$ cat src/rtl/mem_pkg.sv
////////////////////////////////////////////////////////////
// memory stage definitions
// operation codes and the records passed along the pipe
////////////////////////////////////////////////////////////
`default_nettype none

package mem_pkg;

    // memory operation carried with each instruction from execute
    typedef enum logic [3:0] {
        op_alu,
        op_lb,
        op_lbu,
        op_lh,
        op_lhu,
        op_lw,
        op_lwl,
        op_lwr,
        op_sb,
        op_sh,
        op_sw,
        op_swl,
        op_swr
    } mem_op_t;

    // one instruction arriving from the execute stage
    typedef struct packed {
        logic        valid;
        mem_op_t     op;
        logic [4:0]  dest;
        logic [31:0] addr;
        logic [31:0] opr2;
        logic [31:0] alures;
    } mem_req_t;

    // record held in the memory-stage register while the RAM read is in flight
    typedef struct packed {
        logic        valid;
        mem_op_t     op;
        logic [4:0]  dest;
        logic [1:0]  offset;
        logic [31:0] opr2;
        logic [31:0] alures;
        logic        addr_err;
    } mem_stage_t;

    // result handed to the register file
    typedef struct packed {
        logic        valid;
        logic [4:0]  dest;
        logic [31:0] data;
        logic        addr_err;
    } wb_t;

endpackage

`default_nettype wire
$ cat src/rtl/load_align.sv
////////////////////////////////////////////////////////////
// load alignment and writeback select
// field pick, extension, LWL/LWR merge and ALU result mux
////////////////////////////////////////////////////////////
`default_nettype none

module load_align (
    input  wire mem_pkg::mem_stage_t stage,
    input  wire [31:0]               rdata,
    output logic [31:0]              load_word
);

    logic [31:0] memdata;
    logic        memtoreg;

    always_comb begin
        memtoreg = 1'b1;
        memdata  = 32'b0;
        case (stage.op)
            mem_pkg::op_lb: begin
                case (stage.offset)
                    2'b00: memdata = {{24{rdata[7]}}, rdata[7:0]};
                    2'b01: memdata = {{24{rdata[15]}}, rdata[15:8]};
                    2'b10: memdata = {{24{rdata[23]}}, rdata[23:16]};
                    default: memdata = {{24{rdata[31]}}, rdata[31:24]};
                endcase
            end

            mem_pkg::op_lbu: begin
                case (stage.offset)
                    2'b00: memdata = {24'b0, rdata[7:0]};
                    2'b01: memdata = {24'b0, rdata[15:8]};
                    2'b10: memdata = {24'b0, rdata[23:16]};
                    default: memdata = {24'b0, rdata[31:24]};
                endcase
            end

            // odd halfword offsets fall through to zero
            mem_pkg::op_lh: begin
                case (stage.offset)
                    2'b00: memdata = {{16{rdata[15]}}, rdata[15:0]};
                    2'b10: memdata = {{16{rdata[31]}}, rdata[31:16]};
                    default: memdata = 32'b0;
                endcase
            end

            mem_pkg::op_lhu: begin
                case (stage.offset)
                    2'b00: memdata = {16'b0, rdata[15:0]};
                    2'b10: memdata = {16'b0, rdata[31:16]};
                    default: memdata = 32'b0;
                endcase
            end

            mem_pkg::op_lw: begin
                memdata = rdata;
            end

            mem_pkg::op_lwl: begin
                case (stage.offset)
                    2'b00: memdata = {rdata[7:0], stage.opr2[23:0]};
                    2'b01: memdata = {rdata[15:0], stage.opr2[15:0]};
                    2'b10: memdata = {rdata[23:0], stage.opr2[7:0]};
                    default: memdata = rdata;
                endcase
            end

            mem_pkg::op_lwr: begin
                case (stage.offset)
                    2'b00: memdata = rdata;
                    2'b01: memdata = {stage.opr2[31:24], rdata[31:8]};
                    2'b10: memdata = {stage.opr2[31:16], rdata[31:16]};
                    default: memdata = {stage.opr2[31:8], rdata[31:24]};
                endcase
            end

            // ALU results and stores write back the ALU value
            default: begin
                memtoreg = 1'b0;
            end
        endcase
    end

    assign load_word = memtoreg ? memdata : stage.alures;

endmodule

`default_nettype wire

$ cat config.mk
export PLATFORM = sky130hd
export DESIGN_NAME = load_align
export DESIGN_NICKNAME = d
export VERILOG_FILES = /design/src/rtl/mem_pkg.sv /design/src/rtl/load_align.sv
export SDC_FILE = /design/constraint.sdc
export NUM_CORES = 1
export LEC_CHECK = 0
export BUFFER_PORTS_ARGS = -buffer_cell sky130_fd_sc_hd__buf_2
export CAP_MARGIN = 20
export CORE_MARGIN = 10
export CORE_UTILIZATION = 45
export DETAILED_ROUTE_END_ITERATION = 16
export PLACE_DENSITY = 0.85
export SLEW_MARGIN = 40
export SYNTH_ARGS = -nofsm -noshare
export SYNTH_HDL_FRONTEND = slang
export SYNTH_SLANG_ARGS = --single-unit
$ cat constraint.sdc
create_clock -name vclk -period 2.9
set_clock_uncertainty 0.15 [all_clocks]
set_input_delay 0.58 -clock vclk [all_inputs]
set_output_delay 0.58 -clock vclk [all_outputs]
set_load 0.02 [all_outputs]
### Yosys cells after proc, flatten, opt, wreduce, memory -nomap -nowiden

Index checks and enable logic that the tools add are counted.

| word-level totals | value |
|---|---|
| register bits after elaboration | 0 |
| input port bits | 109 |
| output and inout bits | 32 |
| word-level logic and storage cells | 20 |

| operators by class | value |
|---|---|
| eq/ne operators | 9 |
| multiplexer cells | 9 |
| reduce and logical (&&, ||, !) cells | 2 |

Operator list:

| cell | count |
|---|---|
| $pmux W32 S3 | 3 |
| $pmux W32 S7 | 1 |
| $pmux W32 S2 | 1 |
| $mux W32 | 1 |
| $pmux W16 S2 | 1 |
| $pmux W8 S3 | 1 |
| $eq A4 B3 Y1 const B | 4 |
| $eq A4 B2 Y1 const B | 2 |
| $reduce_or A7 Y1 | 1 |
| $eq A4 B1 Y1 const B | 1 |
| $eq A2 B1 Y1 const B | 1 |
| $eq A2 B2 Y1 const B | 1 |
| $logic_not A2 Y1 | 1 |
| $mux W1 | 1 |

### Longest topological paths before layout

| depth | value |
|---|---|
| depth in word-level cells | 4 |
| mapped depth | 8 |
| depth with buffers taken out | 4 |

### Worst setup path before layout

Ideal clock, no wire load.

| timing path | value |
|---|---|
| path kind | input to output |
| from | input port stage[74] in the netlist's numbering |
| to | output port load_word[0] |
| setup slack | 84 ps |
| cell stages on the path | 5 |
| arrival | 2086 ps |
| data required time | 2170 ps |
| buffers on the path | 1 |
| cells stage by stage | buf_2 -> or4bb_1 -> a211oi_4 -> a221o_1 -> o32a_1 |

| on the way | value |
|---|---|
| cells in the longest elaborated chain, start to end | 4 |
| elaborated cells between the ends (all ways) | 11 |
| those cells by class | 7 x eq/ne; 3 x mux; 1 x reduce/logical |

Ends and longest elaborated chain:

| what | line | RTL |
|---|---|---|
| start: declaration | load_align.sv:8 | `input wire mem_pkg::mem_stage_t stage,` |
| $eq A4 B3 Y1 (tied with other cells) | load_align.sv:19 | `case (stage.op)` |
| $reduce_or A7 Y1 (no source line) | n/a |  |
| $mux W1 | load_align.sv:19 |  |
| $mux W32 * | load_align.sv:84 | `assign load_word = memtoreg ? memdata : stage.alures;` |
| end: declaration | load_align.sv:10 | `output logic [31:0] load_word` |

Mark *: on every way between the ends. The rest lies on a longest branch, timed or not.

### Worst setup path in the final report

| timing path | value |
|---|---|
| from | input port stage[65] in the netlist's numbering |
| to | output port load_word[18] |

| on the way | value |
|---|---|
| cells in the longest elaborated chain, start to end | 4 |
| elaborated cells between the ends (all ways) | 9 |
| those cells by class | 2 x eq/ne; 6 x mux; 1 x reduce/logical |

Ends and longest elaborated chain:

| what | line | RTL |
|---|---|---|
| $eq A2 B2 Y1 (tied with other cells) | n/a |  |
| $pmux W32 S3 (tied with other cells) | load_align.sv:69 | `case (stage.offset)` |
| $pmux W32 S7 * | load_align.sv:19 |  |
| $mux W32 * | load_align.sv:84 |  |

Marked as above.

==> run summary <==
Placed Area -> 0.003060 mm²
Final WS setup -> -0.003465 ns
Violated checks -> setup timing
Hold WS -> 1.334 ns
M3 GR Usage -> 4.963%
Nets -> 528
Cell Rows -> 24
Critical path class -> in -> out
Start point of the worst hold path -> stage[3]
Final setup viols -> 1
Via count -> 3,195
DRT Pass-1 Iters -> 7
Antenna violations before repair -> 1
Syn_nets -> 375
Area growth syn-to-layout -> 59.00%
Share of post-route cells with drive strength above 1 -> 53.96%
Hold Buf Count CTS -> 0
Worst-Margin Slew -> 0.4835 ns
CP max FO -> 7
1st-iter DRT viols -> 492
Crit path to -> load_word[18]
First-pass GRT wire length -> 15,210 µm
Layout sequential cell count -> 0
Critical Path RT -> 2.17 ns
Post-DP HPWL -> 7969 µm
Die area -> 0.007815 mm²
Synth cell types -> 46
Final Non-Filler Cells -> 470
Die Span X -> 88.41 µm
Syn avg cell area -> 7.916 µm²
Via/cell ratio -> 6.798
Rel. slew slack -> 67.77%
Busiest grt layer -> met2
Die Height -> 88.41 µm
Core Region -> 0.004444 mm²
Maximum Capacitance Violations -> 0
Synth Instances -> 266
CP Launch Type -> input port
Clock buffer cells -> 0
Largest net degree at the start of global routing -> 57
Peak supply drop -> 0.09151 mV
Final Hold Vio Count -> 0
Post-route cell area -> 0.003348 mm²
Yosys warning total -> 0
Hold Path Class -> in -> out
Total leakage power -> 1.533 nW
Final min period -> 2.903 ns
DRC -> 0
Mean routed wirelength per cell -> 22.63 µm
Total Power -> 0.6253 mW
Max Freq -> 344.4 MHz
GR Overflow Total -> 0
Number of global-route vias before repair -> 3,010
Start point of the critical path -> stage[65]
Cell Pwr Density -> 186.8 mW/mm²
RSZ-0062 raised after global routing -> yes
Register area share after synthesis -> 0%
Port bufs -> 134
Met2 usage -> 39.18%
Grt met1 use -> 31.50%
Sum Neg Setup Slack -> -0.003465 ns
Routed WL -> 10,640 µm
Post-Syn Area -> 0.002106 mm²
Pre-CTS WS -> -0.1946 ns
Tcrit/Tclk final -> 100.1%
Fin. max-slew vios -> 0
Total GRT Usage -> 23.97%
Top Ports -> 141
Critical Path Sink Type -> output port
Final core utilization -> 75.34%
CP arrival -> 2.17 ns
Cell Count Post-Placement -> 457
GPL Wtd Cong -> 0.9947
Routed Antenna Nets -> 0
Status -> finished, violations left
Starting Density -> 47.38%
FF/Latch Area -> 0 µm²
-- synthesized netlist by cell type, types with 9 or more instances --
cell      number  area [µm²]
nor2_1        42       157.7
a21oi_1       20       100.1
mux4_2        19       427.9
nand2_1       18       67.56
a222oi_1      15       150.1
a22oi_1       15       112.6
clkbuf_1      14       52.55
o21ai_0       11       55.05
a21boi_0       9       67.56
a31oi_1        9       56.30
inv_1          9       33.78
mux2i_1        9       90.09
-- worst min-delay path by stage --
stage          depth (start not counted)       endpoint  slack, ns
2_1_floorplan                          2  load_word[10]       1.19
3_3_place_gp                           3   load_word[3]       1.36
3_5_place_dp                           3   load_word[4]       1.35
4_1_cts                                3   load_word[3]       1.34
5_1_grt                                3   load_word[6]       1.36
6_report                               3   load_word[2]       1.33
-- final cells by class --
| type | count | area (µm²) |
|---|---|---|
| diodes | 1 | 2.502 |
| fillers | 329 | 1096 |
| well taps | 52 | 65.06 |
| repair buffers | 181 | 1267 |
| inverters | 9 | 33.78 |
| multi-input cells | 227 | 1979 |
-- layer usage --
metal | share of wire (%) | wire length, µm
met5 | 0 | 0
met4 | 3.1 | 328
met3 | 14 | 1526
met2 | 46 | 4898
met1 | 37 | 3883
-- power by group --
| group | internal (mW) | leakage, nW | total, mW | switching, mW |
|---|---|---|---|---|
| combinational | 0.306 | 1.53 | 0.625 | 0.320 |
| clock | 0.0000000461 | 0.00000634 | 0.0000000461 | 0 |
| sequential | 0 | 0 | 0 | 0 |
| total | 0.306 | 1.53 | 0.625 | 0.320 |
-- cell families after synthesis --
group                  count (synthesis)  share of synthesized area [%]
XOR/XNOR                               1                         0.4160
buffers and inverters                 39                          8.675
AO/OA/AOI/OAI                        106                          38.62
AND/OR/NAND/NOR                       80                          18.24
multiplexers                          40                          34.05
-- repair_timing --
action | CTS | global route
gates resized for setup | 23 | 28
setup buffers | 3 | 6
pin swaps | 7 | 18
endpoints found under the hold margin | 0 | 0
cloned | 1 | 2
endpoints found under the setup margin | 28 | 26
-- worst max-delay path, stage by stage --
cell,delay (ns)
buf_12,0.11
buf_8,0.12
buf_6,0.10
mux4_2,0.47
a222oi_1,0.42
a21oi_1,0.17
buf_4,0.19
-- placed cells by master (no fill, tap or decap), types with 2 or more instances in the layout --
master / netlist / layout
nor2_1: 42 / 41
a21boi_1: 1 / 4
mux2i_1: 9 / 9
a31oi_1: 9 / 9
buf_4: 3 / 36
a21oi_1: 20 / 20
nor2b_1: 3 / 3
or4b_4: 1 / 2
a21boi_0: 9 / 4
a221o_1: 8 / 8
mux4_2: 19 / 20
inv_1: 9 / 9
o21ai_0: 11 / 11
a21oi_2: 2 / 2
buf_12: 0 / 10
buf_2: 8 / 121
o32a_1: 8 / 8
and4b_1: 2 / 2
a22oi_1: 15 / 15
mux2_2: 7 / 7
and3b_1: 2 / 2
nand2_1: 18 / 18
mux4_1: 4 / 3
a222oi_1: 15 / 15
buf_6: 2 / 11
No activity file was read; power rests on OpenSTA's default activity.
