==> config.mk <==
export PLATFORM = sky130hd
export DESIGN_NAME = mem_control
export DESIGN_NICKNAME = d
export VERILOG_FILES = /design/src/rtl/mem_pkg.sv /design/src/rtl/mem_control.sv
export SDC_FILE = /design/constraint.sdc
export NUM_CORES = 1
export LEC_CHECK = 0
export BUFFER_PORTS_ARGS = -buffer_cell sky130_fd_sc_hd__buf_2
export CAP_MARGIN = 20
export CORE_AREA = 2 2 104 106
export CTS_CLUSTER_SIZE = 16
export DETAILED_ROUTE_END_ITERATION = 16
export DIE_AREA = 0 0 106 108
export PLACE_DENSITY = 0.61
export SYNTH_ARGS = -nofsm -noshare
export SYNTH_HDL_FRONTEND = slang
export SYNTH_SLANG_ARGS = --single-unit
==> constraint.sdc <==
create_clock -name clk -period 1 [get_ports clk]
set_input_delay 0.05 -clock clk [delete_from_list [all_inputs] [get_ports clk]]
set_output_delay 0.05 -clock clk [all_outputs]
set_load 0.05 [all_outputs]
==> src/rtl/mem_pkg.sv <==
////////////////////////////////////////////////////////////
// memory stage definitions
// operation codes and the records passed along the pipe
////////////////////////////////////////////////////////////
`default_nettype none

package mem_pkg;

    // memory operation carried with each instruction from execute
    typedef enum logic [3:0] {
        op_alu,
        op_lb,
        op_lbu,
        op_lh,
        op_lhu,
        op_lw,
        op_lwl,
        op_lwr,
        op_sb,
        op_sh,
        op_sw,
        op_swl,
        op_swr
    } mem_op_t;

    // one instruction arriving from the execute stage
    typedef struct packed {
        logic        valid;
        mem_op_t     op;
        logic [4:0]  dest;
        logic [31:0] addr;
        logic [31:0] opr2;
        logic [31:0] alures;
    } mem_req_t;

    // record held in the memory-stage register while the RAM read is in flight
    typedef struct packed {
        logic        valid;
        mem_op_t     op;
        logic [4:0]  dest;
        logic [1:0]  offset;
        logic [31:0] opr2;
        logic [31:0] alures;
        logic        addr_err;
    } mem_stage_t;

    // result handed to the register file
    typedef struct packed {
        logic        valid;
        logic [4:0]  dest;
        logic [31:0] data;
        logic        addr_err;
    } wb_t;

endpackage

`default_nettype wire
==> src/rtl/mem_control.sv <==
////////////////////////////////////////////////////////////
// memory stage control
// size decode, alignment check, store gating and pipe registers
////////////////////////////////////////////////////////////
`default_nettype none

module mem_control #(
    parameter int addr_bits = 10
) (
    input  wire                    clk,
    input  wire                    rst,
    input  wire mem_pkg::mem_req_t req,
    input  wire [31:0]             load_word,
    output logic                   store_en,
    output logic [addr_bits-1:0]   ram_addr,
    output mem_pkg::mem_stage_t    stage,
    output mem_pkg::wb_t           wb
);

    logic                is_half;
    logic                is_word;
    logic                is_store;
    logic                addr_err;
    mem_pkg::mem_stage_t stage_next;
    mem_pkg::wb_t        wb_next;

    ////////////////////////////////////////////////////////////
    // access size decode
    ////////////////////////////////////////////////////////////

    // byte, LWL/LWR and SWL/SWR accesses never fault on alignment
    always_comb begin
        is_half  = 1'b0;
        is_word  = 1'b0;
        is_store = 1'b0;
        case (req.op)
            mem_pkg::op_lh, mem_pkg::op_lhu: begin
                is_half = 1'b1;
            end
            mem_pkg::op_sh: begin
                is_half  = 1'b1;
                is_store = 1'b1;
            end
            mem_pkg::op_lw: begin
                is_word = 1'b1;
            end
            mem_pkg::op_sw: begin
                is_word  = 1'b1;
                is_store = 1'b1;
            end
            mem_pkg::op_sb, mem_pkg::op_swl, mem_pkg::op_swr: begin
                is_store = 1'b1;
            end
            default: begin
            end
        endcase
    end

    assign addr_err = (is_half & req.addr[0]) | (is_word & (|req.addr[1:0]));

    // a faulting store must leave the RAM untouched
    assign store_en = req.valid & is_store & ~addr_err;
    assign ram_addr = req.addr[addr_bits+1:2];

    ////////////////////////////////////////////////////////////
    // pipeline registers
    ////////////////////////////////////////////////////////////

    always_comb begin
        stage_next.valid    = req.valid;
        stage_next.op       = req.op;
        stage_next.dest     = req.dest;
        stage_next.offset   = req.addr[1:0];
        stage_next.opr2     = req.opr2;
        stage_next.alures   = req.alures;
        stage_next.addr_err = addr_err;

        wb_next.valid    = stage.valid;
        wb_next.dest     = stage.dest;
        wb_next.data     = load_word;
        wb_next.addr_err = stage.addr_err;
    end

    always_ff @(posedge clk) begin
        stage <= stage_next;
        wb    <= wb_next;
        if (rst) begin
            stage.valid <= 1'b0;
            wb.valid    <= 1'b0;
        end
    end

endmodule

`default_nettype wire

==> out/summary.txt, run 1 <==
mapped cell area - 2510 um2
post-synth net total - 283
die width - 106 um
I/O Buffers - 226
mean area per synthesized cell - 17.6 um2
gp weighted congestion - 0.700
dpl ws - -0.00563 ns
Initial Util - 0.245
I/O Pins - 267
Post-DP Area - 3780 um2
Synth area leaders - dfxtp_1 (92%), buf_4 (3.0%), o31ai_1 (0.60%)
dpl hpwl - 5.43 mm
synth unique cells - 15
CTS hold repair buffers - 108
row cnt - 37
area leader, netlist - dfxtp_1
CTS Buffer Depth - 2
post-cts repair resize count - 409
clk sink count - 116
sequential area share after synthesis - 0.925
H-tree Lvls - 4
status - aborted with a tool error
CTS root buf - clkbuf_8
Yosys reg bits - 116
Synth warnings - 0
Die Y - 108 um
Post-CTS Setup Repair Bufs - 4
Syn Inst Count - 143
Synth top area share - 0.925
Err - [ERROR RSZ-0060] Max buffer count reached.
Fail Step - clock tree synthesis (4_1_cts)
CTS Buf Count - 17
-- Yosys cell counts, drive strengths merged --
| cell type | instances |
|---|---|
| nand4b | 1 |
| xnor2 | 1 |
| o22ai | 1 |
| nor2b | 2 |
| a21bo | 1 |
| dfxtp | 116 |
| o31ai | 2 |
| o31a | 1 |
| or3 | 1 |
| o21ai | 1 |
| buf | 10 |
| nand2 | 2 |
| and4b | 1 |
| clkbuf | 1 |
| a21oi | 2 |
-- metrics by stage --
stage | instances | hold slack (ns) | util | TNS (ns)
after floorplan | 143 | 0.0777 | - | 0
after global placement | 498 | 0.101 | 0.369 | 0
after detailed placement | 498 | 0.101 | 0.369 | -0.00563
-- cells by family after synthesis --
family / Yosys count / synth area share
compound gates: 8 / 0.0219
buf+inv: 11 / 0.0319
flops: 116 / 0.925
xor+xnor: 1 / 0.00349
simple gates: 7 / 0.0179
==> run 2, diff against run 1 <==
- CORE_AREA: 2 2 104 106 -> 2 2 116 118
- CTS_CLUSTER_SIZE: 16 -> default
- DIE_AREA: 0 0 106 108 -> 0 0 118 120
- PLACE_DENSITY: 0.61 -> default
- PLACE_DENSITY_LB_ADDON: default -> 0.15
==> run 2 against run 1 <==
  * The run now ends clean
  * Area after synthesis did not move
  * Synthesized cell count did not move
==> out/summary.txt, run 2 <==
status - completed
sequential area share after synthesis - 0.925
Initial Util - 0.193
share of power burned in the clock network - 0.459
H-tree Lvls - 4
I/O Pins - 267
drt wl/cell - 12.0 um
EDFF count, synth - 0
initial drt markers - 41
area leader, netlist - dfxtp_1
Final Critical Period - 0.973 ns
Required @ worst endpoint - 0.95 ns
Sw Share - 0.243
Worst Tran Pin Value - 0.244 ns
Synth warnings - 0
cell total after placement - 539
Synth area leaders - dfxtp_1 (92%), buf_4 (3.0%), o31ai_1 (0.60%)
die area - 14200 um2
Yosys reg bits - 116
Overflow after GRT - 0
vias per inst - 3.45
ys flop type - dfxtp_1
GRT Total Usage - 0.114
VDD IR max - 876 uV
Final #Nets - 631
crit path launch type - register
die width - 118 um
most frequent cells in the layout - dlygate4sd3_1 (109), buf_2 (109), dfxtp_1 (106)
Critical Path, Cell by Cell - buf_4
Sum Neg Setup Slack - 0 ns
dpl ws - 0.0133 ns
top-count cell post-synth - dfxtp_1
DR pass1 iterations - 3
clk_lat worst skew - 0.40 ns
Non-Filler Instances - 677
vias in the first global route - 2437
combinational power share - 0.153
post-synth net total - 283
Final WS setup - 0.0267 ns
Slew HR - 0.838
Power Density - 2170 nW/um2
mapped cell area - 2510 um2
n_diodes - 0
Post-CTS Setup Repair Bufs - 0
drt drc - 0
Die Y - 120 um
Slew Limit Fails - 0
Worst Path Arrival - 0.92 ns
Internal Pwr Total - 9.70 mW
I/O Buffers - 226
via count - 2335
Reg power frac - 0.388
Critical Path Max Stage Delay - 0.32 ns
CTS Buf Count - 17
clk sink count - 116
clk_skew - 0.00590 ns
CP endpoint kind - output pin
multi-input combinational cell area - 123 um2
Layout area overhead - 136%
fmax - 1030 MHz
CTS Buffer Depth - 2
Switch Pwr - 3.12 mW
max cap viols - 0
Tcrit/Tclk final - 0.973
Worst R2R Path Depth - 1
CTS root buf - clkbuf_16
largest fanout on the critical path - 1
Syn Inst Count - 143
Leakage - 2.81 nW
critical path's slowest cell - dfxtp_1
sequential cell area - 2330 um2
share of cells above drive strength 1 - 0.539
hold path cells - 4
mean area per synthesized cell - 17.6 um2
Most flops, register - stage
antenna violations before repair - 0
dpl hpwl - 5.26 mm
# setup viols final - 0
biggest regs - stage: 77 flops, wb: 39 flops
synth unique cells - 15
Hold Fails Final Rpt - 0
Final Util - 0.456
Worst Path Buf+Inv - 1
Final ANT Viol Nets - 0
max reg flops - 77
largest net degree at the start of global routing - 17
global-route wire length before repair - 11.9 mm
Synth top area share - 0.925
Core Area - 13000 um2
ys async rst share - 0
Worst path depth - 1
Filler Cell Count - 1173
CTS clock-pin slew for the worst setup and hold paths - 0.05 ns
CTS tree - built
drt total wl - 8.15 mm
critical path class - reg -> out
most frequent cells after synthesis - dfxtp_1 (116), buf_4 (10)
row cnt - 42
gp weighted congestion - 0.721
Worst Hold Class - in -> reg
CP top delay family - flip-flops
run 2: cell counts after synthesis:
No cell type changed its count.
run 2: power by group through the flow:
stage	sequential, mW	combinational, mW	clock, mW
after floorplan	5.94	0.152	0
after global placement	5.03	1.44	0
after detailed placement	5.03	1.44	0
after CTS	4.96	1.93	6.06
after global routing	4.99	2.03	6.30
final	4.97	1.96	5.89
run 2: final cells by class:
type,instances,area share
sequential,116,0.395
multi-input combinational,16,0.0207
tap,176,0.0372
clock inverter,4,0.0118
clock buffer,25,0.0871
timing repair buffer,340,0.449
run 2: through the flow:
stage | hold WS (ns) | area [um2] | power [mW]
2_1_floorplan | 0.0777 | 2520 | 6.09
3_3_place_gp | 0.100 | 3830 | 6.47
3_5_place_dp | 0.100 | 3830 | 6.47
4_1_cts | 0.0480 | 5820 | 13.0
5_1_grt | 0.0700 | 5920 | 13.3
6_report | 0.0686 | 5920 | 12.8
run 2: logic make-up after synthesis:
family | count (synthesis) | synth area share
AOI/OAI and AO/OA | 8 | 0.0219
xor gates and xnor gates | 1 | 0.00349
buffers and inverters | 11 | 0.0319
DFF | 116 | 0.925
and+or+nand+nor | 7 | 0.0179
run 2: what timing repair did:
item | CTS | global route
setup endpoints to repair | 116 | 28
hold buffers | 109 | 0
hold endpoints to repair | 110 | 0
resized for setup | 121 | 34
run 2: path summary, 6_finish.rpt:
kind / slack (ns) / startpoint / endpoint
max: 0.03 / stage[61] / stage[61]
max reg2reg: 0.46 / stage[76] / wb[38]
min: 0.07 / req[102] / stage[0]
min reg2reg: 0.36 / stage[67] / wb[33]
run 2: per-layer routing:
metal | track usage | vias up | wire length [um]
met4 | 0.0821 | 0 | 305
met3 | 0.0523 | 25 | 619
li1 | - | 1144 | -
met2 | 0.211 | 114 | 4640
met5 | 0 | - | 0
met1 | 0.0945 | 1052 | 2580
Power figures use the tool's default switching activity.
==> run 3, diff against run 2 <==
- MAX_ROUTING_LAYER: default -> met4
==> run 3 against run 2 <==
  * Die area unchanged
  * Global-route usage up 0.32 points
  * Utilization unchanged
  * Critical endpoint unchanged
  * Non-clock buffer count unchanged
==> out/summary.txt, run 3 (same netlist as run 2, synthesis figures left out) <==
Tot Pwr - 12.8 mW
VDD IR max - 874 uV
Power Density - 2170 nW/um2
Die Y - 120 um
share of cells above drive strength 1 - 0.539
Worst Hold Class - in -> reg
Tcrit/Tclk final - 0.973
Worst Path Buf+Inv - 1
max reg flops - 77
status - completed
biggest regs - stage: 77 flops, wb: 39 flops
worst hold-check slack - 0.0694 ns
max cap viols - 0
antenna violations before repair - 0
Post-CTS Setup Repair Bufs - 0
clk_lat worst skew - 0.40 ns
Layout area overhead - 136%
GRT Total Usage - 0.117
Final ANT Viol Nets - 0
crit path launch type - register
CTS tree - built
via count - 2335
vias in the first global route - 2436
vias per inst - 3.45
row cnt - 42
Slew HR - 0.838
Critical Path Max Stage Delay - 0.32 ns
Final Util - 0.456
I/O Buffers - 226
Final Critical Period - 0.973 ns
drt total wl - 8.17 mm
Initial Util - 0.193
CTS Buf Count - 17
critical path's slowest cell - dfxtp_1
die width - 118 um
drt drc - 0
CP endpoint kind - output pin
Worst Tran Pin Value - 0.243 ns
n_diodes - 0
global-route wire length before repair - 11.9 mm
Critical Path, Cell by Cell - buf_4
Leakage - 2.81 nW
DR pass1 iterations - 2
gp weighted congestion - 0.730
dpl hpwl - 5.26 mm
Overflow after GRT - 0
fmax - 1030 MHz
clk_skew - 0.00557 ns
largest fanout on the critical path - 1
critical path class - reg -> out
Required @ worst endpoint - 0.95 ns
Final #Nets - 631
I/O Pins - 267
CTS root buf - clkbuf_16
H-tree Lvls - 4
Core Area - 13000 um2
die area - 14200 um2
largest net degree at the start of global routing - 17
Most flops, register - stage
Worst Path Arrival - 0.92 ns
Hold Fails Final Rpt - 0
most frequent cells in the layout - dlygate4sd3_1 (109), buf_2 (109), dfxtp_1 (106)
Slew Limit Fails - 0
CTS Buffer Depth - 2
drt wl/cell - 12.1 um
CP top delay family - flip-flops
clk sink count - 116
# setup viols final - 0
initial drt markers - 48
CTS clock-pin slew for the worst setup and hold paths - 0.05 ns
## run 3: cell counts in the layout (fill, tap and decap cells not counted)
No cell type changed its count.
## run 3: area by class of cell
type | instances | area (um2)
clock inverters | 4 | 70.1
repair buffers | 340 | 2650
fillers | 1173 | 7060
clock buffers | 25 | 515
multi-input cells | 16 | 123
well taps | 176 | 220
flip-flops and latches | 116 | 2330
## run 3: power by group
| part | internal [mW] | switching, mW | leakage, nW | total (mW) |
|---|---|---|---|---|
| logic | 0.807 | 1.15 | 1.54 | 1.96 |
| registers | 4.89 | 0.0825 | 0.979 | 4.97 |
| clock network | 4.01 | 1.88 | 0.291 | 5.89 |
| total | 9.71 | 3.12 | 2.81 | 12.8 |
## run 3: repair_timing
action                                 CTS  global route
endpoints found under the hold margin  110             0
resized for setup                      121            34
setup endpoints to repair              116            28
hold buffers                           109             0
## run 3: path summary, 6_finish.rpt
| kind | startpoint | end | slack [ns] | cells past startpoint |
|---|---|---|---|---|
| setup / recovery | stage[61] | stage[61] | 0.03 | 1 |
| hold / removal | req[102] | stage[0] | 0.07 | 4 |
| setup reg to reg | stage[76] | wb[38] | 0.46 | 1 |
| hold reg to reg | stage[67] | wb[33] | 0.36 | 0 |
## run 3: per-stage QoR
stage                     cells  worst slack, ns  instance area, um2  TNS [ns]
after floorplan             143           0.0550                2520         0
after global placement      539           0.0126                3830         0
after detailed placement    539           0.0133                3830         0
after CTS                   677         0.000244                5820         0
after global routing        677         -0.00978                5920   -0.0125
final                       677           0.0266                5920         0
## run 3: layer usage
| layer | vias up | wire (um) | GRT usage |
|---|---|---|---|
| met5 | - | 0 | - |
| met1 | 1061 | 2650 | 0.0965 |
| met3 | 19 | 593 | 0.0490 |
| met2 | 111 | 4690 | 0.212 |
| li1 | 1144 | - | - |
| met4 | 0 | 244 | 0.0806 |
