--- config.mk ---
export PLATFORM = sky130hd
export DESIGN_NAME = store_align
export DESIGN_NICKNAME = d
export VERILOG_FILES = /design/src/rtl/mem_pkg.sv /design/src/rtl/store_align.sv
export SDC_FILE = /design/constraint.sdc
export NUM_CORES = 1
export LEC_CHECK = 0
export ABC_CLOCK_PERIOD_IN_PS = 2540
export BUFFER_PORTS_ARGS = -buffer_cell sky130_fd_sc_hd__buf_4
export CELL_PAD_IN_SITES_DETAIL_PLACEMENT = 0
export CELL_PAD_IN_SITES_GLOBAL_PLACEMENT = 2
export CORE_ASPECT_RATIO = 1.2
export CORE_UTILIZATION = 25
export DETAILED_ROUTE_END_ITERATION = 8
export PLACE_DENSITY_LB_ADDON = 0.1
export SLEW_MARGIN = 25
export SYNTH_ARGS = -nofsm -noshare
export SYNTH_HDL_FRONTEND = slang
export SYNTH_SLANG_ARGS = --single-unit
--- constraint.sdc ---
create_clock -name vclk -period 2.54
set_clock_uncertainty 0.15 [all_clocks]
set_input_delay 0.508 -clock vclk [all_inputs]
set_output_delay 0.508 -clock vclk [all_outputs]
set_load 0.005 [all_outputs]
--- src/rtl/mem_pkg.sv ---
////////////////////////////////////////////////////////////
// memory stage definitions
// operation codes and the records passed along the pipe
////////////////////////////////////////////////////////////
`default_nettype none

package mem_pkg;

    // memory operation carried with each instruction from execute
    typedef enum logic [3:0] {
        op_alu,
        op_lb,
        op_lbu,
        op_lh,
        op_lhu,
        op_lw,
        op_lwl,
        op_lwr,
        op_sb,
        op_sh,
        op_sw,
        op_swl,
        op_swr
    } mem_op_t;

    // one instruction arriving from the execute stage
    typedef struct packed {
        logic        valid;
        mem_op_t     op;
        logic [4:0]  dest;
        logic [31:0] addr;
        logic [31:0] opr2;
        logic [31:0] alures;
    } mem_req_t;

    // record held in the memory-stage register while the RAM read is in flight
    typedef struct packed {
        logic        valid;
        mem_op_t     op;
        logic [4:0]  dest;
        logic [1:0]  offset;
        logic [31:0] opr2;
        logic [31:0] alures;
        logic        addr_err;
    } mem_stage_t;

    // result handed to the register file
    typedef struct packed {
        logic        valid;
        logic [4:0]  dest;
        logic [31:0] data;
        logic        addr_err;
    } wb_t;

endpackage

`default_nettype wire
--- src/rtl/store_align.sv ---
////////////////////////////////////////////////////////////
// store lane steering
// byte enables and shifted write data for every store type
////////////////////////////////////////////////////////////
`default_nettype none

module store_align (
    input  wire mem_pkg::mem_op_t op,
    input  wire [1:0]             offset,
    input  wire [31:0]            opr2,
    input  wire                   store_en,
    output logic [3:0]            byte_en,
    output logic [31:0]           wdata
);

    logic [3:0] lane_en;

    always_comb begin
        lane_en = 4'b0000;
        wdata   = opr2;
        case (op)
            mem_pkg::op_sb: begin
                lane_en = 4'b0001 << offset;
                wdata   = {4{opr2[7:0]}};
            end

            mem_pkg::op_sh: begin
                lane_en = offset[1] ? 4'b1100 : 4'b0011;
                wdata   = {2{opr2[15:0]}};
            end

            mem_pkg::op_sw: begin
                lane_en = 4'b1111;
                wdata   = opr2;
            end

            // high bytes of the register go to lanes offset down to 0
            mem_pkg::op_swl: begin
                case (offset)
                    2'b00: begin
                        lane_en = 4'b0001;
                        wdata   = {24'b0, opr2[31:24]};
                    end
                    2'b01: begin
                        lane_en = 4'b0011;
                        wdata   = {16'b0, opr2[31:16]};
                    end
                    2'b10: begin
                        lane_en = 4'b0111;
                        wdata   = {8'b0, opr2[31:8]};
                    end
                    default: begin
                        lane_en = 4'b1111;
                        wdata   = opr2;
                    end
                endcase
            end

            // low bytes of the register go to lanes 3 down to offset
            mem_pkg::op_swr: begin
                case (offset)
                    2'b00: begin
                        lane_en = 4'b1111;
                        wdata   = opr2;
                    end
                    2'b01: begin
                        lane_en = 4'b1110;
                        wdata   = {opr2[23:0], 8'b0};
                    end
                    2'b10: begin
                        lane_en = 4'b1100;
                        wdata   = {opr2[15:0], 16'b0};
                    end
                    default: begin
                        lane_en = 4'b1000;
                        wdata   = {opr2[7:0], 24'b0};
                    end
                endcase
            end

            default: begin
            end
        endcase
    end

    assign byte_en = store_en ? lane_en : 4'b0000;

endmodule

`default_nettype wire

# Word-level counts from Yosys, hierarchy flattened
# Index checks and enable logic that the tools add are counted.
[totals] ff_bits=0 latch_bits=0 ramBits=0 rom_bits=0 input_bits=39 out_inout_bits=36 elab_cells=17 mem_count=0
[op_classes] add_sub_neg=0 mul=0 n_div=0 order_cmp=0 eq_ne=7 shift=1 mux=8 n_bitwise=0 reduce_logical=1
[op_table] cell="32-bit one-hot mux with 3 select lines" count=2
[op_table] cell="32-bit one-hot mux with 4 select lines" count=1
[op_table] cell="4-bit == test, second input constant" count=5
[op_table] cell="4-bit one-hot mux with 5 select lines" count=1
[op_table] cell="4-bit one-hot mux with 3 select lines" count=1
[op_table] cell="3-bit one-hot mux with 3 select lines" count=1
[op_table] cell="4-bit 2-to-1 mux" count=2
[op_table] cell="1-bit by 2-bit left shift with 4-bit output, first input constant" count=1
[op_table] cell="2-bit by 1-bit == test with 1-bit output, second input constant" count=1
[op_table] cell="2-bit == test, second input constant" count=1
[op_table] cell="2-bit zero test" count=1

# Longest topological paths before layout
# Gate-level depths: netlist (run 1).
[depth] depth_word=4 depth_mapped=6 depth_no_buf=3

# Worst setup path after synthesis (run 1)
# OpenSTA, ideal clock, no wires.
[synth_timing] path_type="input to output" from="input offset[1]" to="output wdata[13]" arrival_time_ns=1.648 t_required_ns=1.882 path_slack_ns=0.234 path_stages=5 n_path_buf=2 cell_sequence="buf_4 a21bo_1 a221o_1 buf_6 a221o_1"
[synth_between] elab_chain_cells=3 elab_cells_between_ends=6 classes_between="2 x eq/ne; 3 x mux; 1 x reduce/logical"
[synth_lines] element="from (decl)" line="store_align.sv:9" source="input wire [1:0] offset,"
[synth_lines] element="2-bit == test, or another cell as far along" line="store_align.sv:39, store_align.sv:61"
[synth_lines] element="32-bit one-hot mux with 3 select lines, on equally long branches" line="store_align.sv:61, store_align.sv:39"
[synth_lines] element="32-bit one-hot mux with 4 select lines *" line="store_align.sv:21" source="case (op)"
[synth_lines] element="to (decl)" line="store_align.sv:13" source="output logic [31:0] wdata"
# Mark *: on every way between the ends. The rest lies on a longest branch, timed or not.

# Final worst setup path (run 1)
[layout_timing] from="input offset[0]" to="output wdata[13]"
# Same word-level chain as after synthesis.

==> results of run 1 <==
layer usage:
layer  routed length (um)  global-route usage, %
met1                 2410                   25.9
met2                 2860                   32.3
met3                  491                   2.16
met4                   48                   3.27
met5                    0                      0
what timing repair did:
item | 4_1_cts | 5_1_grt
gates resized for setup | 9 | 6
setup endpoints to repair | 18 | 7
hold endpoints to repair | 0 | 0
pin swaps | 4 | 2
logic make-up (layout without fill, tap and decap cells):
family	Yosys count	in the layout	synth area share, %
AO/OA/AOI/OAI	87	87	49.9
buffers and inverters	32	109	10.9
multiplexers	20	20	22.5
AND/OR/NAND/NOR	33	33	16.7
cell type report:
cell class         count  area [sq um]  share of cell area [%]
well taps             62          77.6                    3.52
multi-input cells    140          1270                    57.7
inverters             10          37.5                    1.70
repair buffers        99           816                    37.0
power by group:
part           switching [mW]  internal, mW
sequential                  0             0
combinational           0.172         0.224
clock                       0             0
total                   0.172         0.224
tightest hold or removal path, cell delays in order:
cell	delay, ns
buf_4	0.10
a211o_1	0.11
buf_4	0.10
cell usage in the layout (no fill, tap or decap), types with 2 or more instances in the layout:
cell type	count
or3_1	2
nand3b_1	15
nor2b_2	2
mux4_2	6
buf_8	2
inv_1	10
nor2b_1	4
a211o_1	4
buf_12	4
a21oi_1	11
o21ai_0	12
buf_4	91
o211ai_1	2
mux4_1	2
nand2b_1	2
a221o_1	14
a32o_1	15
buf_6	2
a22o_1	15
a22oi_1	7
mux2i_1	5
mux2_2	7
how the worst max path moves through the flow:
stage | from | endpoint | slack [ns] | depth (start not counted)
floorplan | offset[1] | wdata[13] | 0.23 | 5
global route | offset[1] | wdata[8] | -0.0001 | 6
finish | offset[0] | wdata[13] | 0.04 | 6
detailed placement | offset[0] | wdata[13] | -0.19 | 5
CTS | op[0] | wdata[13] | 0.009 | 6
global placement | offset[0] | wdata[23] | -0.16 | 5
==> flow_metrics.py, run 1 <==
metrics = {
    "run_status": {
        "status": "complete, but fails checks",
        "violations": "DRC",
    },
    "critical_path": {
        "slowest_stage": "a221o_1",
        "worst_setup_path_start_kind": "input pin",
        "cp_cell_sequence": "buf_12 > a21bo_4 > a221o_1 > buf_6 > a221o_1 > buf_4",
        "cp.required_ns": 1.88,
        "max_stage_delay_ns": 0.37,
        "cp.arrival_ns": 1.84,
        "critPathCaptureType": "output port",
        "crit_buf_inv": 3,
        "cpMostUsedCell": "a221o_1",
        "cpLargestDelayFamily": "compound AO/OA/AOI/OAI gates",
        "cp_max_fo": 9,
        "critPathKind": "input pin to output port",
    },
    "hold_path": {
        "hold_class": "input pin to output port",
        "hold_start": "opr2[14]",
        "worstHoldEndpoint": "wdata[14]",
        "hold_depth": 3,
    },
    "logic_synthesis": {
        "ys_seq_area_share_pct": 0,
        "yosys.area.top_type": "a32o_1",
        "syn-num-nets": 211,
        "synth_warnings": 0,
        "synth_area_per_cell_sq_um": 8.19,
        "syn_area_sq_mm": 0.00141,
        "synth_top_cells_by_area": "a32o_1 11%, a221o_1 9.9%, mux4_2 9.6%",
        "yosysTopAreaCellShare_pct": 10.7,
        "synth.distinct_cells": 37,
        "synth_common_cells": "15 x a22o_1, 15 x a32o_1, 15 x nand3b_1",
        "syn-instance-count": 172,
    },
    "grt": {
        "grt_max_degree": 20,
        "antenna_found_initial": 0,
        "grt_first_pass_wirelength_um": 9400,
        "overflow": 0,
        "grt_pass1_vias": 1837,
        "track_usage_pct": 18.9,
    },
    "clocking": {
        "cts_setup_buffers": 0,
        "hold_buffers": 0,
    },
    "placed_design": {
        "dpl_cell_area_sq_mm": 0.00214,
        "dp_cells": 311,
        "finalWeightedCongestion": 0.830,
        "io_buffer_count": 75,
        "hpwl_um": 4380,
        "dp_slack_ns": -0.186,
    },
    "timing": {
        "finalSetupTns_ns": 0,
        "min_period_ns": 2.50,
        "finalHoldViolCount": 0,
        "finalSetupViolCount": 0,
        "post-route-worst-setup-slack_ns": 0.0406,
        "holdWs_ns": 1.18,
        "slew_headroom_pct": 57.0,
        "clock.fmax_mhz": 400,
        "worst_pin_slew_ns": 0.642,
        "drv_slew": 0,
        "period_share_pct": 98.4,
    },
    "cells_and_area": {
        "stdcell_area_sq_mm": 0.00220,
        "drive_above_1_share_pct": 48.2,
        "clkbuf_count": 0,
        "finish.utilization_pct": 41.0,
        "finish.net_count": 290,
        "synthToLayoutAreaGrowth_pct": 56.3,
        "antenna_cells": 0,
        "seqCellArea_sq_um": 0,
        "stdcell_count": 311,
        "seq_cell_count": 0,
        "fill_cells": 560,
    },
    "floorplanning": {
        "dieArea_sq_mm": 0.00594,
        "coreArea_sq_mm": 0.00537,
        "die-width_um": 70.5,
        "initial_core_util_pct": 26.2,
        "io_pins": 75,
        "die_y_um": 84.2,
        "placementRows": 29,
    },
    "detailed_routing": {
        "avgViaCountPerCell": 6.17,
        "drt-total-wl_um": 5800,
        "drt_iter0_drc": 163,
        "drt_pre_antenna_iters": 6,
        "vias": 1918,
        "drc": 11,
        "routedWlPerCell_um": 18.7,
        "drtAntennaViolNets": 0,
    },
    "power": {
        "peakVddDrop_uv": 78.3,
        "leakage_nw": 0.963,
        "power_density_mw_per_mm2": 180,
        "finalPower_uw": 396,
    },
    "job": {
        "maxCapViolations": 0,
    },
}
(Power assumes the default switching activity.)
==> inputs of run 2 (changes only) <==
--- a/config.mk
+++ b/config.mk
@@ -12,7 +12,7 @@
 export CORE_ASPECT_RATIO = 1.2
 export CORE_UTILIZATION = 25
 export DETAILED_ROUTE_END_ITERATION = 8
-export PLACE_DENSITY_LB_ADDON = 0.1
+export PLACE_DENSITY = 0.87
 export SLEW_MARGIN = 25
 export SYNTH_ARGS = -nofsm -noshare
 export SYNTH_HDL_FRONTEND = slang
==> run 2 against run 1 <==
Compared with the run above:
- largest cell class unchanged
- critical path type unchanged
- maximum frequency decreased by 0.73%
- sequential share of layout area did not move
- cell area up 0.63%
- die area is the same
- total power up 0.33%
- sequential cell count unchanged
- count of clock-buffer cells in the layout did not move
- non-clock buffer count down 1
- the flow still finishes with violations (DRC)
==> flow_metrics.py, run 2 (same netlist as run 1, synthesis figures left out) <==
metrics = {
    "run_status": {
        "status": "complete, but fails checks",
        "violations": "DRC",
    },
    "timing": {
        "period_share_pct": 99.1,
        "holdWs_ns": 1.19,
        "worst_pin_slew_ns": 0.641,
        "drv_slew": 0,
        "finalHoldViolCount": 0,
        "clock.fmax_mhz": 397,
        "min_period_ns": 2.52,
        "rsz0062_at_grt": "yes",
        "finalSetupTns_ns": 0,
        "finalSetupViolCount": 0,
        "post-route-worst-setup-slack_ns": 0.0223,
        "slew_headroom_pct": 57.1,
    },
    "placed_design": {
        "hpwl_um": 4000,
        "io_buffer_count": 75,
        "dp_slack_ns": -0.189,
        "dpl_cell_area_sq_mm": 0.00215,
        "dp_cells": 309,
        "finalWeightedCongestion": 0.820,
    },
    "critical_path": {
        "worst_setup_path_start_kind": "input pin",
        "critPathKind": "input pin to output port",
        "cp_max_fo": 7,
        "cp.required_ns": 1.88,
        "critPathCaptureType": "output port",
        "cp.arrival_ns": 1.86,
    },
    "floorplanning": {
        "dieArea_sq_mm": 0.00594,
        "io_pins": 75,
        "die_y_um": 84.2,
        "initial_core_util_pct": 26.2,
        "placementRows": 29,
        "coreArea_sq_mm": 0.00537,
        "die-width_um": 70.5,
    },
    "grt": {
        "grt_first_pass_wirelength_um": 8600,
        "track_usage_pct": 17.1,
        "antenna_found_initial": 0,
        "grt_pass1_vias": 1754,
        "grt_max_degree": 24,
        "overflow": 0,
    },
    "power": {
        "internal-power_uw": 227,
        "peakVddDrop_uv": 69.9,
        "combPwrFrac_pct": 100.0,
        "p_sw_share_pct": 42.8,
        "power_density_mw_per_mm2": 179,
        "pwr-share-seq_pct": 0,
        "p_sw_uw": 170,
        "leakage_nw": 0.961,
        "clkPwrFrac_pct": 0,
        "finalPower_uw": 397,
    },
    "cells_and_area": {
        "finish.utilization_pct": 41.3,
        "finish.net_count": 289,
        "synthToLayoutAreaGrowth_pct": 57.3,
        "seqCellArea_sq_um": 0,
        "mostFrequentLayoutCells": "87 x buf_4, 15 x nand3b_1, 15 x a32o_1, 15 x a22o_1, 14 x a221o_1",
        "stdcell_count": 310,
        "final_common_cell": "buf_4",
        "clkbuf_count": 0,
        "stdcell_area_sq_mm": 0.00222,
        "drive_above_1_share_pct": 48.4,
        "seq_cell_count": 0,
        "antenna_cells": 0,
    },
    "job": {
        "maxCapViolations": 0,
    },
    "clocking": {
        "hold_buffers": 0,
    },
    "detailed_routing": {
        "vias": 1826,
        "drc": 13,
        "drt_pre_antenna_iters": 6,
        "avgViaCountPerCell": 5.89,
        "drt_iter0_drc": 127,
        "drtAntennaViolNets": 0,
        "routedWlPerCell_um": 17.4,
        "drt-total-wl_um": 5410,
    },
    "hold_path": {
        "hold_class": "input pin to output port",
    },
}
-- run 2: changes by cell type in the layout (fill, tap and decap cells not counted), sizes merged --
cell / change
buf: -1
-- run 2: path summary, 6_finish.rpt --
kind  startpoint         to  slack [ns]  cells past startpoint
max    offset[1]  wdata[17]        0.02                      6
min     opr2[12]  wdata[12]        1.19                      3
-- run 2: worst max-delay path, stage by stage --
cell	delay (ns)
buf_12	0.11
a21bo_4	0.21
a221o_1	0.39
buf_6	0.16
a221o_1	0.34
buf_4	0.14
-- run 2: timing repair --
| item | CTS | global route |
|---|---|---|
| endpoints found under the setup margin | 13 | 18 |
| setup buffers | 1 | 0 |
| endpoints found under the hold margin | 0 | 0 |
| resized for setup | 7 | 9 |
| pin swaps | 5 | 1 |
-- run 2: power by group through the flow --
stage / sequential, mW / clock (mW) / combinational (mW)
final: 0 / 0 / 0.397
after global routing: 0 / 0 / 0.428
after CTS: 0 / 0 / 0.391
after detailed placement: 0 / 0 / 0.384
after global placement: 0 / 0 / 0.384
after floorplan: 0 / 0 / 0.186
-- run 2: layout make-up --
cell class | count | area [sq um]
fillers | 572 | 3150
multi-input cells | 140 | 1270
repair buffers | 98 | 833
well taps | 62 | 77.6
inverters | 10 | 37.5
-- run 2: layer usage --
layer  track usage, %  wire length, um  share of wire (%)  vias up
met1             22.9             2310                 43      877
met5                0                0                  0        -
met2             32.0             2760                 51       68
met3            0.720              335                6.2        0
li1                 -                -                  -      881
met4            0.545                0                  0        0
==> inputs of run 3 (changes only) <==
--- a/config.mk
+++ b/config.mk
@@ -8,12 +8,13 @@
 export ABC_CLOCK_PERIOD_IN_PS = 2540
 export BUFFER_PORTS_ARGS = -buffer_cell sky130_fd_sc_hd__buf_4
 export CELL_PAD_IN_SITES_DETAIL_PLACEMENT = 0
-export CELL_PAD_IN_SITES_GLOBAL_PLACEMENT = 2
+export CELL_PAD_IN_SITES_GLOBAL_PLACEMENT = 1
 export CORE_ASPECT_RATIO = 1.2
-export CORE_UTILIZATION = 25
+export CORE_UTILIZATION = 33
 export DETAILED_ROUTE_END_ITERATION = 8
-export PLACE_DENSITY = 0.87
+export PLACE_DENSITY = 0.88
 export SLEW_MARGIN = 25
 export SYNTH_ARGS = -nofsm -noshare
 export SYNTH_HDL_FRONTEND = slang
 export SYNTH_SLANG_ARGS = --single-unit
+export TNS_END_PERCENT = 10
==> run 3 against run 2 <==
Compared with the run above:
- the run now ends clean
- count of clock-buffer cells in the layout unchanged
- routed wire length decreased by 5.3%
- non-clock buffer count increased by 1
- sequential share of layout area unchanged
- combinational power decreased by 4%
- cell area decreased by 3.1%
- critical endpoint is now wdata[23]
- highest routed layer is now met4
==> flow_metrics.py, run 3 (same netlist as run 1, synthesis figures left out) <==
metrics = {
    "hold_path": {
        "hold_start": "opr2[9]",
        "hold_depth": 3,
        "worstHoldEndpoint": "wdata[9]",
        "hold_class": "input pin to output port",
    },
    "floorplanning": {
        "placementRows": 25,
        "die-width_um": 61.6,
        "coreArea_sq_mm": 0.00400,
        "initial_core_util_pct": 35.2,
        "dieArea_sq_mm": 0.00454,
        "io_pins": 75,
        "die_y_um": 73.6,
    },
    "power": {
        "peakVddDrop_uv": 81.0,
        "power_density_mw_per_mm2": 178,
        "leakage_nw": 0.949,
        "finalPower_uw": 383,
    },
    "timing": {
        "rsz0062_at_grt": "yes",
        "slew_headroom_pct": 57.2,
        "finalHoldViolCount": 0,
        "worst_pin_slew_ns": 0.639,
        "holdWs_ns": 1.19,
        "finalSetupViolCount": 0,
        "finalSetupTns_ns": 0,
        "min_period_ns": 2.52,
        "drv_slew": 0,
        "clock.fmax_mhz": 397,
        "post-route-worst-setup-slack_ns": 0.0198,
        "period_share_pct": 99.2,
    },
    "detailed_routing": {
        "drt_iter0_drc": 107,
        "drc": 0,
        "routedWlPerCell_um": 16.9,
        "vias": 1857,
        "avgViaCountPerCell": 6.13,
        "drtAntennaViolNets": 0,
        "drt-total-wl_um": 5120,
        "drt_pre_antenna_iters": 4,
    },
    "critical_path": {
        "slowest_stage": "a221o_1",
        "cp.arrival_ns": 1.86,
        "max_stage_delay_ns": 0.36,
        "cp_cell_sequence": "buf_4 > a21bo_4 > a221o_1 > buf_6 > a221o_1 > buf_4",
        "cp.required_ns": 1.88,
        "critPathKind": "input pin to output port",
        "cpLargestDelayFamily": "compound AO/OA/AOI/OAI gates",
        "crit_buf_inv": 3,
        "cp_max_fo": 6,
        "worst_setup_path_start_kind": "input pin",
        "critPathCaptureType": "output port",
    },
    "cells_and_area": {
        "seq_cell_count": 0,
        "finish.utilization_pct": 53.6,
        "stdcell_area_sq_mm": 0.00215,
        "mostFrequentLayoutCells": "94 x buf_4, 15 x nand3b_1, 15 x a32o_1, 15 x a22o_1, 14 x a221o_1",
        "multi_input_area_sq_mm": 0.00127,
        "synthToLayoutAreaGrowth_pct": 52.4,
        "seqCellArea_sq_um": 0,
        "antenna_cells": 0,
        "fill_cells": 419,
        "finish.net_count": 290,
        "stdcell_count": 303,
        "final_common_cell": "buf_4",
        "clkbuf_count": 0,
        "drive_above_1_share_pct": 48.2,
    },
    "grt": {
        "grt_max_degree": 19,
        "track_usage_pct": 21.3,
        "antenna_found_initial": 0,
        "grt_pass1_vias": 1564,
        "grt_first_pass_wirelength_um": 7600,
        "overflow": 0,
    },
    "job": {
        "maxCapViolations": 0,
    },
    "placed_design": {
        "dp_slack_ns": -0.144,
        "dp_cells": 302,
        "io_buffer_count": 75,
        "hpwl_um": 3830,
        "dpl_cell_area_sq_mm": 0.00211,
        "finalWeightedCongestion": 0.830,
    },
    "run_status": {
        "status": "finished, final reports clean",
    },
}
## run 3: timing repair
action / in CTS / in global routing
setup buffers: 1 / 0
pin swaps: 5 / 4
hold buffers: 0 / 0
endpoints found under the setup margin: 12 / 9
gates cloned: 0 / 0
gates resized for setup: 4 / 3
## run 3: worst min-delay path: stages
cell and delay (ns):
buf_4 0.10, a211o_1 0.12, buf_4 0.10
## run 3: layout make-up
type / instances / area share [%]
Inverter: 10 / 1.75
Tap cell: 54 / 3.15
Timing Repair Buffer: 99 / 35.9
Multi-Input combinational cell: 140 / 59.2
## run 3: routing by layer
layer,vias to the layer above,routed length (um),global-route usage [%]
met5,-,0,0
met4,0,8,0.988
met3,2,304,0.352
met2,81,2570,36.0
met1,888,2230,31.5
li1,886,-,-
## run 3: how the worst max path moves through the flow
| stage | start | to | slack (ns) | cells after the start |
|---|---|---|---|---|
| 2_1_floorplan | offset[1] | wdata[13] | 0.23 | 5 |
| 3_3_place_gp | offset[0] | wdata[8] | -0.13 | 5 |
| 3_5_place_dp | offset[0] | wdata[8] | -0.14 | 5 |
| 4_1_cts | offset[1] | wdata[11] | 0.002 | 6 |
| 5_1_grt | offset[1] | wdata[8] | -0.009 | 6 |
| 6_report | offset[1] | wdata[23] | 0.02 | 6 |
## run 3: report_power, final
group	internal (mW)	leakage (nW)	switching, mW
clock	0	0	0
combinational	0.217	0.949	0.166
sequential	0	0	0
total	0.217	0.949	0.166
